[config.mk]
export PLATFORM = sky130hd
export DESIGN_NAME = lsu_top
export DESIGN_NICKNAME = d
export VERILOG_FILES = /design/src/rtl/lsu_pkg.sv /design/src/rtl/lsu_request_reg.sv /design/src/rtl/lsu_access_ctrl.sv /design/src/rtl/lsu_load_align.sv /design/src/rtl/lsu_top.sv
export VERILOG_INCLUDE_DIRS = /design/src /design/src/rtl
export SDC_FILE = /design/constraint.sdc
export NUM_CORES = 1
export LEC_CHECK = 0
export BUFFER_PORTS_ARGS = -buffer_cell sky130_fd_sc_hd__buf_2
export CORE_MARGIN = 3
export CORE_UTILIZATION = 52
export DETAILED_ROUTE_END_ITERATION = 10
export PLACE_DENSITY = 0.85
export REMOVE_ABC_BUFFERS = 1
export SYNTH_ARGS = -nofsm -noshare
export SYNTH_HDL_FRONTEND = slang
export SYNTH_SLANG_ARGS = --single-unit
[constraint.sdc]
create_clock -name clk -period 7.9 [get_ports clk]
set_input_delay 0.79 -clock clk [delete_from_list [all_inputs] [get_ports clk]]
set_output_delay 0.79 -clock clk [all_outputs]
set_load 0.02 [all_outputs]
[src/rtl/lsu_config.svh]
`ifndef LSU_CONFIG_SVH
`define LSU_CONFIG_SVH

// Data and address width
`define LSU_XLEN 32

// Byte lanes in one word
`define LSU_BYTES 4

// Address bits that select a lane
`define LSU_OFF_BITS 2

`endif

[src/rtl/lsu_pkg.sv]
package lsu_pkg;

`include "lsu_config.svh"

typedef logic [`LSU_XLEN-1:0]  word_t;
typedef logic [`LSU_BYTES-1:0] byte_en_t;
typedef logic [2:0]            funct3_t;

// RV32I major opcodes
typedef enum logic [6:0] {
    op_lui   = 7'b0110111,
    op_auipc = 7'b0010111,
    op_jal   = 7'b1101111,
    op_jalr  = 7'b1100111,
    op_br    = 7'b1100011,
    op_load  = 7'b0000011,
    op_store = 7'b0100011,
    op_imm   = 7'b0010011,
    op_reg   = 7'b0110011
} opcode_t;

typedef enum logic [2:0] {
    lb  = 3'b000,
    lh  = 3'b001,
    lw  = 3'b010,
    lbu = 3'b100,
    lhu = 3'b101
} load_funct3_t;

typedef enum logic [2:0] {
    sb = 3'b000,
    sh = 3'b001,
    sw = 3'b010
} store_funct3_t;

typedef enum logic [2:0] {
    beq  = 3'b000,
    bne  = 3'b001,
    blt  = 3'b100,
    bge  = 3'b101,
    bltu = 3'b110,
    bgeu = 3'b111
} branch_funct3_t;

typedef enum logic {
    ST_IDLE = 1'b0,
    ST_WAIT = 1'b1
} lsu_state_t;

endpackage

[src/rtl/lsu_request_reg.sv]
`timescale 1ns/10ps

module lsu_request_reg import lsu_pkg::*; (
    input  logic    clk,
    input  logic    i_rst_n,

    input  logic    i_valid,
    input  logic    i_busy,
    input  opcode_t i_opcode,
    input  funct3_t i_funct3,
    input  word_t   i_addr,
    input  word_t   i_store_data,

    output logic    o_req_valid,
    output opcode_t o_req_opcode,
    output funct3_t o_req_funct3,
    output word_t   o_req_addr,
    output word_t   o_req_store_data
);

    logic capture;

    // New operation only while the access side is free
    assign capture = i_valid && !i_busy;

    always_ff @(posedge clk) begin
        if (!i_rst_n) begin
            o_req_valid <= 1'b0;
        end else begin
            o_req_valid <= capture; // One cycle per accepted op
        end
    end

    // Held until the next accepted operation
    always_ff @(posedge clk) begin
        if (capture) begin
            o_req_opcode     <= i_opcode;
            o_req_funct3     <= i_funct3;
            o_req_addr       <= i_addr;
            o_req_store_data <= i_store_data;
        end
    end

endmodule

[src/rtl/lsu_access_ctrl.sv]
`timescale 1ns/10ps

`include "lsu_config.svh"

module lsu_access_ctrl import lsu_pkg::*; (
    input  logic                     clk,
    input  logic                     i_rst_n,

    input  logic                     i_req_valid,
    input  opcode_t                  i_req_opcode,
    input  funct3_t                  i_req_funct3,
    input  word_t                    i_req_addr,
    input  word_t                    i_req_store_data,
    input  logic                     i_d_mem_resp,

    output logic                     o_busy,
    output logic                     o_d_mem_read,
    output logic                     o_d_mem_write,
    output word_t                    o_d_mem_addr,
    output word_t                    o_d_mem_wdata,
    output byte_en_t                 o_d_mem_byte_enable,

    output logic                     o_done,
    output logic                     o_trap,
    output byte_en_t                 o_rmask,
    output byte_en_t                 o_wmask,
    output logic                     o_is_load,
    output load_funct3_t             o_load_funct3,
    output logic [`LSU_OFF_BITS-1:0] o_offset,
    output word_t                    o_alu_result
);

    lsu_state_t                state, state_nxt;
    logic [`LSU_OFF_BITS-1:0] offset;
    load_funct3_t             load_f3;
    store_funct3_t            store_f3;
    branch_funct3_t           branch_f3;
    logic                     is_load, is_store;
    logic                     f3_bad, size_trap;
    byte_en_t                 acc_mask;
    logic                     need_acc, active;

    assign offset    = i_req_addr[`LSU_OFF_BITS-1:0];
    assign load_f3   = load_funct3_t'(i_req_funct3);
    assign store_f3  = store_funct3_t'(i_req_funct3);
    assign branch_f3 = branch_funct3_t'(i_req_funct3);
    assign is_load   = (i_req_opcode == op_load);
    assign is_store  = (i_req_opcode == op_store);

    // Lane mask by access size, shared by loads and stores
    always_comb begin
        acc_mask  = '0;
        size_trap = 1'b0;
        case (i_req_funct3[1:0])
            2'b00: acc_mask = 4'b0001 << offset;
            2'b01: begin
                if (offset[0]) begin
                    size_trap = 1'b1; // Odd halfword, no lanes
                end else begin
                    acc_mask = 4'b0011 << offset;
                end
            end
            2'b10: begin
                acc_mask  = 4'b1111 << offset;
                size_trap = (offset != '0);
            end
            default: size_trap = 1'b1;
        endcase
    end

    // Legal funct3 per opcode class
    always_comb begin
        f3_bad = 1'b0;
        case (i_req_opcode)
            op_lui, op_auipc, op_imm, op_reg, op_jal, op_jalr: f3_bad = 1'b0;
            op_br: begin
                case (branch_f3)
                    beq, bne, blt, bge, bltu, bgeu: f3_bad = 1'b0;
                    default: f3_bad = 1'b1;
                endcase
            end
            op_load: begin
                case (load_f3)
                    lb, lh, lw, lbu, lhu: f3_bad = 1'b0;
                    default: f3_bad = 1'b1;
                endcase
            end
            op_store: begin
                case (store_f3)
                    sb, sh, sw: f3_bad = 1'b0;
                    default: f3_bad = 1'b1;
                endcase
            end
            default: f3_bad = 1'b1; // Unknown opcode
        endcase
    end

    assign o_trap  = f3_bad || ((is_load || is_store) && size_trap);
    assign o_rmask = is_load  ? acc_mask : '0;
    assign o_wmask = is_store ? acc_mask : '0;

    assign need_acc = (is_load || is_store) && !o_trap;
    assign active   = i_req_valid || (state == ST_WAIT);

    // Access FSM, strobe level held across the memory wait
    always_comb begin
        state_nxt = state;
        case (state)
            ST_IDLE: if (i_req_valid && need_acc && !i_d_mem_resp) state_nxt = ST_WAIT;
            ST_WAIT: if (i_d_mem_resp) state_nxt = ST_IDLE;
            default: state_nxt = ST_IDLE;
        endcase
    end

    always_ff @(posedge clk) begin
        if (!i_rst_n) begin
            state <= ST_IDLE;
        end else begin
            state <= state_nxt;
        end
    end

    assign o_d_mem_read  = active && need_acc && is_load;
    assign o_d_mem_write = active && need_acc && is_store;
    assign o_done        = active && (!need_acc || i_d_mem_resp);
    assign o_busy        = active && !o_done;

    assign o_d_mem_addr        = {i_req_addr[`LSU_XLEN-1:`LSU_OFF_BITS], {`LSU_OFF_BITS{1'b0}}};
    assign o_d_mem_byte_enable = o_wmask;

    // Store data copied into every lane
    always_comb begin
        case (store_f3)
            sb:      o_d_mem_wdata = {4{i_req_store_data[7:0]}};
            sh:      o_d_mem_wdata = {2{i_req_store_data[15:0]}};
            default: o_d_mem_wdata = i_req_store_data;
        endcase
    end

    assign o_is_load     = is_load;
    assign o_load_funct3 = load_f3;
    assign o_offset      = offset;
    assign o_alu_result  = i_req_addr;

endmodule

[src/rtl/lsu_load_align.sv]
`timescale 1ns/10ps

`include "lsu_config.svh"

module lsu_load_align import lsu_pkg::*; (
    input  logic                     clk,
    input  logic                     i_rst_n,

    input  logic                     i_done,
    input  logic                     i_trap,
    input  byte_en_t                 i_rmask,
    input  byte_en_t                 i_wmask,
    input  logic                     i_is_load,
    input  load_funct3_t             i_load_funct3,
    input  logic [`LSU_OFF_BITS-1:0] i_offset,
    input  word_t                    i_alu_result,
    input  word_t                    i_d_mem_rdata,

    output logic                     o_wb_valid,
    output word_t                    o_wb_data,
    output logic                     o_wb_trap,
    output byte_en_t                 o_wb_rmask,
    output byte_en_t                 o_wb_wmask
);

    logic [7:0]  lane_byte;
    logic [15:0] lane_half;
    word_t       load_data;
    word_t       wb_data_nxt;

    assign lane_byte = i_d_mem_rdata[8*i_offset +: 8];
    assign lane_half = i_d_mem_rdata[16*i_offset[1] +: 16]; // Upper or lower half

    always_comb begin
        case (i_load_funct3)
            lb:      load_data = {{24{lane_byte[7]}}, lane_byte};
            lbu:     load_data = {24'b0, lane_byte};
            lh:      load_data = {{16{lane_half[15]}}, lane_half};
            lhu:     load_data = {16'b0, lane_half};
            lw:      load_data = i_d_mem_rdata;
            default: load_data = '0;
        endcase
    end

    // Store leaves a nonzero wmask, pass-through ops have none
    always_comb begin
        if (i_trap) begin
            wb_data_nxt = '0;
        end else if (i_is_load) begin
            wb_data_nxt = load_data;
        end else if (|i_wmask) begin
            wb_data_nxt = '0;
        end else begin
            wb_data_nxt = i_alu_result;
        end
    end

    always_ff @(posedge clk) begin
        if (!i_rst_n) begin
            o_wb_valid <= 1'b0;
        end else begin
            o_wb_valid <= i_done;
        end
    end

    always_ff @(posedge clk) begin
        if (i_done) begin
            o_wb_data  <= wb_data_nxt;
            o_wb_trap  <= i_trap;
            o_wb_rmask <= i_rmask;
            o_wb_wmask <= i_wmask;
        end
    end

endmodule

[src/rtl/lsu_top.sv]
`timescale 1ns/10ps

`include "lsu_config.svh"

module lsu_top import lsu_pkg::*; (
    input  logic     clk,
    input  logic     i_rst_n,

    input  logic     i_valid,
    input  opcode_t  i_opcode,
    input  funct3_t  i_funct3,
    input  word_t    i_addr,
    input  word_t    i_store_data,
    output logic     o_busy,

    output logic     o_d_mem_read,
    output logic     o_d_mem_write,
    output word_t    o_d_mem_addr,
    output word_t    o_d_mem_wdata,
    output byte_en_t o_d_mem_byte_enable,
    input  logic     i_d_mem_resp,
    input  word_t    i_d_mem_rdata,

    output logic     o_wb_valid,
    output word_t    o_wb_data,
    output logic     o_wb_trap,
    output byte_en_t o_wb_rmask,
    output byte_en_t o_wb_wmask
);

    logic                     req_valid;
    opcode_t                  req_opcode;
    funct3_t                  req_funct3;
    word_t                    req_addr, req_store_data;

    logic                     done, trap, is_load;
    byte_en_t                 rmask, wmask;
    load_funct3_t             load_funct3;
    logic [`LSU_OFF_BITS-1:0] offset;
    word_t                    alu_result;

    lsu_request_reg u_request_reg (
        .clk              (clk),
        .i_rst_n          (i_rst_n),
        .i_valid          (i_valid),
        .i_busy           (o_busy),
        .i_opcode         (i_opcode),
        .i_funct3         (i_funct3),
        .i_addr           (i_addr),
        .i_store_data     (i_store_data),
        .o_req_valid      (req_valid),
        .o_req_opcode     (req_opcode),
        .o_req_funct3     (req_funct3),
        .o_req_addr       (req_addr),
        .o_req_store_data (req_store_data)
    );

    lsu_access_ctrl u_access_ctrl (
        .clk                 (clk),
        .i_rst_n             (i_rst_n),
        .i_req_valid         (req_valid),
        .i_req_opcode        (req_opcode),
        .i_req_funct3        (req_funct3),
        .i_req_addr          (req_addr),
        .i_req_store_data    (req_store_data),
        .i_d_mem_resp        (i_d_mem_resp),
        .o_busy              (o_busy),
        .o_d_mem_read        (o_d_mem_read),
        .o_d_mem_write       (o_d_mem_write),
        .o_d_mem_addr        (o_d_mem_addr),
        .o_d_mem_wdata       (o_d_mem_wdata),
        .o_d_mem_byte_enable (o_d_mem_byte_enable),
        .o_done              (done),
        .o_trap              (trap),
        .o_rmask             (rmask),
        .o_wmask             (wmask),
        .o_is_load           (is_load),
        .o_load_funct3       (load_funct3),
        .o_offset            (offset),
        .o_alu_result        (alu_result)
    );

    lsu_load_align u_load_align (
        .clk           (clk),
        .i_rst_n       (i_rst_n),
        .i_done        (done),
        .i_trap        (trap),
        .i_rmask       (rmask),
        .i_wmask       (wmask),
        .i_is_load     (is_load),
        .i_load_funct3 (load_funct3),
        .i_offset      (offset),
        .i_alu_result  (alu_result),
        .i_d_mem_rdata (i_d_mem_rdata),
        .o_wb_valid    (o_wb_valid),
        .o_wb_data     (o_wb_data),
        .o_wb_trap     (o_wb_trap),
        .o_wb_rmask    (o_wb_rmask),
        .o_wb_wmask    (o_wb_wmask)
    );

endmodule

==> metrics.csv, run 1 <==
stage,metric,value,unit
global_routing,vias in the first global route,4019,
clock_network,clk_lat worst skew,0.52,ns
yosys,Synth Area in Simple Gates,9.322,%
yosys,Compound-Gate Fraction of Synth Area,11.29,%
placed_design,IO buf count,220,
yosys,synth unique cells,41,
yosys,total number of yosys warnings,0,
pwr,Gate power share,10.4,%
layout,antenna fix cells,0,
timing,Tcrit/Tclk final,47.40,%
die,core area,9955,um^2
die,chip height,108.0,um
run,total of max-cap violations,0,
die,Die Span X,108.0,um
placed_design,GPL Wtd Cong,0.8173,
min_path,Worst Hold Class,input pin to flop,
pwr,maximum VDD drop,0.1773,mV
clock_network,Longest Clk Path Bufs,2,
timing,final hold violations,0,
detailed_routing,DRT antenna net count,0,
die,Total Die Area,11660,um^2
worst_setup_path,Crit. End Element,output pin,
timing,clk_skew,0.008696,ns
timing,Tmin final,3.745,ns
yosys,Synth Area in XOR/XNOR,0,%
yosys,"flops & latches, synth",118,
pwr,Cell Int Power,1267,uW
clock_network,"CTS clk-pin slew, worst paths",0.06,ns
detailed_routing,DR vias/cell,5.512,
timing,RSZ-0062 raised after global routing,no,
layout,fraction of layout instances using a drive strength above 1,46.17,%
timing,setup tns final,0,ns
layout,Final Non-Filler Cells,746,
yosys,post-synthesis mux area share,6.893,%
clock_network,H-tree depth,4,
worst_setup_path,arrival time worst endpoint,2.95,ns
worst_setup_path,critical setup path kind,flop to output pin,
global_routing,grt ovf,0,
worst_setup_path,Startpoint Class,flop,
pwr,Flop pwr share,44.7,%
worst_setup_path,"Req. time, crit path",7.11,ns
timing,Final Max Tran Viols,0,
detailed_routing,Post-Route WL,14290,um
die,cell row count,36,
yosys,Post-synth EDFFs,115,
run_status,status,"complete, no violations",
yosys,largest family of logic cells by synthesized area,compound AO/OA/AOI/OAI gates,
layout,Layout area overhead,28.06,%
pwr,clock power share,44.9,%
global_routing,Tot GR Track Use,24.57,%
placed_design,placed instance count,714,
global_routing,pin count of the biggest net entering global routing,75,
pwr,Power Dens Cells,239.7,nW/um^2
pwr,switching pwr,393.2,uW
clock_network,Resized cells post-CTS,0,
clock_network,buffer count from post-CTS setup fixing,0,
yosys,Post-synth top flop,edfxtp_1,
detailed_routing,initial drt markers,430,
die,initial core utilization,54.34,%
timing,Setup-failing EPs final,0,
clock_network,CTS Buf Count,17,
detailed_routing,DR WL/cell,19.16,um
yosys,"Seq/Total Area, Yosys",64.95,%
timing,Worst Tran Pin Value,1.058,ns
yosys,Post-Syn Instances,413,
yosys,synthesized area per cell,13.10,um^2
global_routing,first-pass GRT wire length,21330,um
layout,Final nets,710,
pwr,switch share,23.68,%
yosys,Mapped Area,5409,um^2
yosys,Synth Area in Adders,0,%
timing,FMAX,267.0,MHz
die,# IOs,223,
detailed_routing,Remaining DRCs,0,
timing,relative slew slack,28.95,%
clock_network,clk root buf,clkbuf_8,
detailed_routing,Vias,4112,
clock_network,Post-CTS Hold Fix Bufs,0,
detailed_routing,DRT Pass-1 Iters,5,
pwr,Leak,0.002817,uW
worst_setup_path,crit path max fanout,16,
timing,Final WS setup,4.155,ns
clock_network,clock sinks,118,
clock_network,CTS tree,done,
global_routing,initial antenna violation count,1,
yosys,"Async S/R FF share, synth",0,%
placed_design,"worst slack, placed",4.714,ns
placed_design,dpl hpwl,10070,um
worst max-delay path, stage by stage, from the launching register on:
cell and delay [ns]:
edfxtp_1 0.59, o21ai_0 0.40, a21oi_1 0.14, or4b_1 0.60, nor3_1 0.44, buf_2 0.27
registers in the layout (all words and copies together) (netlist names):
name                            flops
u_request_reg.o_req_valid           1
u_load_align.o_wb_data             32
u_load_align.o_wb_trap              1
u_load_align.o_wb_rmask             4
u_request_reg.o_req_store_data     32
u_load_align.o_wb_valid             1
u_request_reg.o_req_addr           32
u_load_align.o_wb_wmask             4
u_access_ctrl.state                 1
u_request_reg.o_req_funct3          3
u_request_reg.o_req_opcode          7
final timing paths:
path                            depth (start not counted)                                     from                                       to  slack [ns]
worst min register to register                          2           u_access_ctrl.state$_SDFF_PN0_           u_access_ctrl.state$_SDFF_PN0_        0.50
worst min-delay path                                    1                              i_opcode[2]  u_request_reg.o_req_opcode[2]$_DFFE_PP_        0.44
worst max register to register                          6  u_request_reg.o_req_funct3[1]$_DFFE_PP_   u_request_reg.o_req_addr[30]$_DFFE_PP_        4.84
worst max-delay path                                    5  u_request_reg.o_req_funct3[1]$_DFFE_PP_                                   o_busy        4.16
power by group through the flow:
stage / logic, uW / registers (uW) / clock network, uW
5_1_grt: 187 / 745 / 784
3_3_place_gp: 169 / 753 / 0
4_1_cts: 174 / 742 / 751
2_1_floorplan: 68.1 / 780 / 0
6_report: 173 / 743 / 745
3_5_place_dp: 172 / 755 / 0
routing by layer:
metal  share of wire (%)  up-vias  track usage (%)
met3                  11       20            8.716
met2                  50      293            41.56
met5               0.091        -                0
met1                  37     1902            29.03
li1                    -     1895                -
met4                 1.6        2            9.017
synth_stat cells (2+ instances only):
master     instances  area [um^2]
a21oi_1           34        170.2
a221oi_1           7        61.31
a22oi_1           18        135.1
a2bb2oi_1          7        61.31
buf_1              2        7.510
buf_2              2        10.01
buf_4             41        307.8
buf_6              2        22.52
clkbuf_1          13        48.80
dfxtp_1            3        60.06
edfxtp_1         115         3453
inv_1              2        7.510
mux2_2            18        202.7
mux2i_1           17        170.2
nand2_1           28        105.1
nand2b_1           3        18.77
nand3_1            4        20.02
nor2_1            33        123.9
nor2b_1           12        75.07
nor3_1             5        25.02
nor3b_1            2        15.01
nor4_1             2        12.51
o21ai_0           22        110.1
or3_1              3        18.77
or4b_1             2        20.02
cell families (layout without fill, tap and decap cells):
family,count (synthesis),in the layout
other cells,1,2
buf+inv,62,261
compound gates,95,95
flops,118,118
simple gates,102,102
mux,35,35
layout make-up:
class / instances / area, um^2
flip-flops and latches: 118 / 3513
fillers: 677 / 3028
multi-input cells: 234 / 1508
repair buffers: 227 / 1154
clock buffers: 18 / 417.9
well taps: 133 / 166.4
clock inverters: 14 / 160.2
inverters: 2 / 7.507
cell usage in the layout (no fill, tap or decap), types with 2 or more instances in the layout:
| master | n |
|---|---|
| inv_1 | 2 |
| o21ai_0 | 22 |
| nor2b_4 | 2 |
| buf_4 | 7 |
| clkinv_1 | 2 |
| nand3_1 | 4 |
| conb_1 | 2 |
| bufinv_16 | 3 |
| nor3b_1 | 2 |
| nor4_1 | 2 |
| a21oi_1 | 34 |
| nor2_1 | 33 |
| clkinv_4 | 2 |
| clkbuf_16 | 16 |
| dfxtp_1 | 3 |
| a221oi_1 | 7 |
| nor3_1 | 5 |
| or3_1 | 3 |
| or4b_1 | 2 |
| nand2b_1 | 3 |
| mux2i_1 | 17 |
| a2bb2oi_1 | 7 |
| clkinv_2 | 3 |
| edfxtp_1 | 115 |
| a22oi_1 | 18 |
| buf_2 | 220 |
| clkinvlp_4 | 4 |
| nor2b_1 | 11 |
| mux2_2 | 18 |
| nand2_1 | 28 |
through the flow:
step / utilization (%) / power, uW / hold slack (ns) / instance area, um^2
6_report: 69.58 / 1660 / 0.4440 / 6927
5_1_grt: 69.58 / 1716 / 0.4251 / 6927
4_1_cts: 69.58 / 1667 / 0.4320 / 6927
3_5_place_dp: 63.78 / 926.7 / 0.4931 / 6349
3_3_place_gp: 63.78 / 921.9 / 0.4667 / 6349
2_1_floorplan: - / 848.4 / 0.4480 / 5016
Note: power is estimated with default switching activity, not from simulation.
==> run 2: changes to the inputs <==
CORE_UTILIZATION = 48   (was 52)
PLACE_DENSITY = 0.8   (was 0.85)
clock period = 3.52 ns   (was 7.9 ns; I/O delays follow)
==> metrics.csv, run 2 (synthesis gave the netlist of run 1 again) <==
stage,metric,value,unit,change
worst_setup_path,crit path max fanout,9,,-7
detailed_routing,met2 routed WL,7396,um,+4.0%
timing,Final Max Tran Viols,0,,unchanged
detailed_routing,Remaining DRCs,0,,unchanged
clock_network,H-tree depth,4,,unchanged
clock_network,"CTS clk-pin slew, worst paths",0.05,ns,about the same
die,core area,10940,um^2,+9.9%
global_routing,pin count of the biggest net entering global routing,75,,unchanged
clock_network,clk root buf,clkbuf_16,,
layout,most frequent cells in the layout,"buf_2, edfxtp_1, a21oi_1, nor2_1, nand2_1",,
die,initial core utilization,49.46,%,-4.9 points
worst_setup_path,FF-to-FF End,u_request_reg.o_req_addr[18]$_DFFE_PP_,,
layout,"most common cell after layout, fill and taps aside",buf_2,,
placed_design,IO buf count,220,,unchanged
timing,clk_skew,0.01214,ns,+0.003441 ns
clock_network,clock sinks,118,,unchanged
timing,Tmin final,3.109,ns,
detailed_routing,initial drt markers,279,,-35%
pwr,Power Dens Cells,547.6,nW/um^2,+130%
worst_setup_path,worst setup path endpoint,o_busy,,
global_routing,first-pass GRT wire length,22070,um,+3.5%
detailed_routing,Vias,4116,,+0.097%
timing,final hold violations,0,,unchanged
global_routing,Tot GR Track Use,23.03,%,-1.5 points
die,# IOs,223,,unchanged
die,cell row count,38,,+5.6%
clock_network,clk_lat worst skew,0.41,ns,-0.11 ns
worst_setup_path,Worst R2R Path Depth,6,,unchanged
timing,Worst Tran Pin Value,1.016,ns,-0.04186 ns
worst_setup_path,register-to-register setup slack,0.51,ns,-4.33 ns
worst_setup_path,Crit. End Element,output pin,,
timing,RSZ-0062 raised after global routing,no,,
clock_network,Longest Clk Path Bufs,2,,unchanged
timing,setup tns final,0,ns,unchanged
detailed_routing,DRT antenna net count,0,,unchanged
die,Die Span X,112.2,um,+3.9%
detailed_routing,Post-Route WL,14620,um,+2.3%
timing,Hold Slack,0.1121,ns,-0.3319 ns
detailed_routing,M1 WL,5568,um,+4.5%
global_routing,grt ovf,0,,unchanged
worst_setup_path,"Req. time, crit path",3.17,ns,-3.94 ns
timing,Setup-failing EPs final,0,,unchanged
timing,FMAX,321.6,MHz,
placed_design,"worst slack, placed",0.6022,ns,-4.111 ns
run,total of max-cap violations,0,,unchanged
run_status,status,"complete, no violations",,
worst_setup_path,critical setup path kind,flop to output pin,,
global_routing,vias in the first global route,4141,,+3.0%
layout,Layout area overhead,29.40,%,
worst_setup_path,Worst Setup SP,u_request_reg.o_req_funct3[0]$_DFFE_PP_,,
timing,Final WS setup,0.4105,ns,-3.745 ns
clock_network,CTS Buf Count,17,,unchanged
pwr,Leak,0.002854,uW,+1.3%
clock_network,Resized cells post-CTS,0,,unchanged
layout,FILL cells,821,,+21%
placed_design,dpl hpwl,10460,um,+3.8%
detailed_routing,met3 WL,1489,um,-7.9%
min_path,Worst Hold Class,input pin to flop,,
detailed_routing,top sig layer,met5,,
layout,antenna fix cells,0,,unchanged
timing,relative slew slack,32.29,%,+3.3 points
pwr,maximum VDD drop,0.3890,mV,+120%
worst_setup_path,worst r2r src,u_request_reg.o_req_funct3[0]$_DFFE_PP_,,
clock_network,CTS tree,done,,
die,Total Die Area,12580,um^2,+7.9%
layout,Final nets,714,,+0.56%
detailed_routing,DR vias/cell,5.437,,-1.4%
detailed_routing,DRT Pass-1 Iters,5,,unchanged
worst_setup_path,arrival time worst endpoint,2.76,ns,-0.19 ns
die,chip height,112.2,um,+3.9%
timing,Tcrit/Tclk final,88.34,%,
layout,biggest regs,"u_load_align.o_wb_data (32), u_request_reg.o_req_addr (32), u_request_reg.o_req_store_data (32)",,
worst_setup_path,Startpoint Class,flop,,
layout,Final Non-Filler Cells,757,,+1.5%
detailed_routing,DR WL/cell,19.31,um,+0.80%
placed_design,GPL Wtd Cong,0.8807,,+7.8%
placed_design,placed instance count,725,,+1.5%
layout,fraction of layout instances using a drive strength above 1,46.68,%,+0.51 points
clock_network,buffer count from post-CTS setup fixing,0,,unchanged
pwr,total power,3832,uW,+130%
global_routing,initial antenna violation count,1,,unchanged
clock_network,Post-CTS Hold Fix Bufs,0,,unchanged
==> run 2: stage by stage <==
stage	area, um^2	util, %
2_1_floorplan	5016	-
3_3_place_gp	6387	58.41
3_5_place_dp	6387	58.41
4_1_cts	6999	64.00
5_1_grt	6999	64.00
6_report	6999	64.00
==> run 2: worst max-delay path: stages (launching register included) <==
cell and delay, ns:
edfxtp_1 0.51, o21ai_0 0.53, nor2_1 0.07, or4b_1 0.55, nor3_1 0.43, buf_2 0.26
==> run 2: routing by layer <==
metal / vias up / GRT usage, %
met2: 253 / 38.90
met3: 18 / 9.164
met1: 1938 / 27.21
met5: - / 0
li1: 1905 / -
met4: 2 / 7.051
==> run 2: worst min-delay path by stage <==
stage / startpoint / endpoint / slack, ns / cells past startpoint
CTS: i_store_data[18] / u_request_reg.o_req_store_data[18]$_DFFE_PP_ / 0.09 / 1
global route: i_store_data[18] / u_request_reg.o_req_store_data[18]$_DFFE_PP_ / 0.09 / 1
detailed placement: u_access_ctrl.state$_SDFF_PN0_ / u_access_ctrl.state$_SDFF_PN0_ / 0.48 / 2
floorplan: u_access_ctrl.state$_SDFF_PN0_ / u_access_ctrl.state$_SDFF_PN0_ / 0.45 / 2
global placement: u_request_reg.o_req_valid$_SDFF_PN0_ / u_access_ctrl.state$_SDFF_PN0_ / 0.46 / 2
finish: i_store_data[2] / u_request_reg.o_req_store_data[2]$_DFFE_PP_ / 0.11 / 1
==> run 2: report_power, final <==
| group | switching, uW | internal [uW] | leakage [uW] |
|---|---|---|---|
| clock network | 598 | 1180 | 0.000290 |
| logic | 242 | 154 | 0.00145 |
| registers | 37.8 | 1620 | 0.00111 |
| total | 878 | 2950 | 0.00285 |
==> run 2: final cells by class <==
type                            count  area (um^2)  area share, %
Clock buffer                       18        429.2          6.132
Clock inverter                     14        182.7          2.610
Inverter                            2        7.507         0.1073
Multi-Input combinational cell    234         1508          21.54
Sequential cell                   118         3513          50.20
Tap cell                          140        175.2          2.503
Timing Repair Buffer              231         1184          16.91
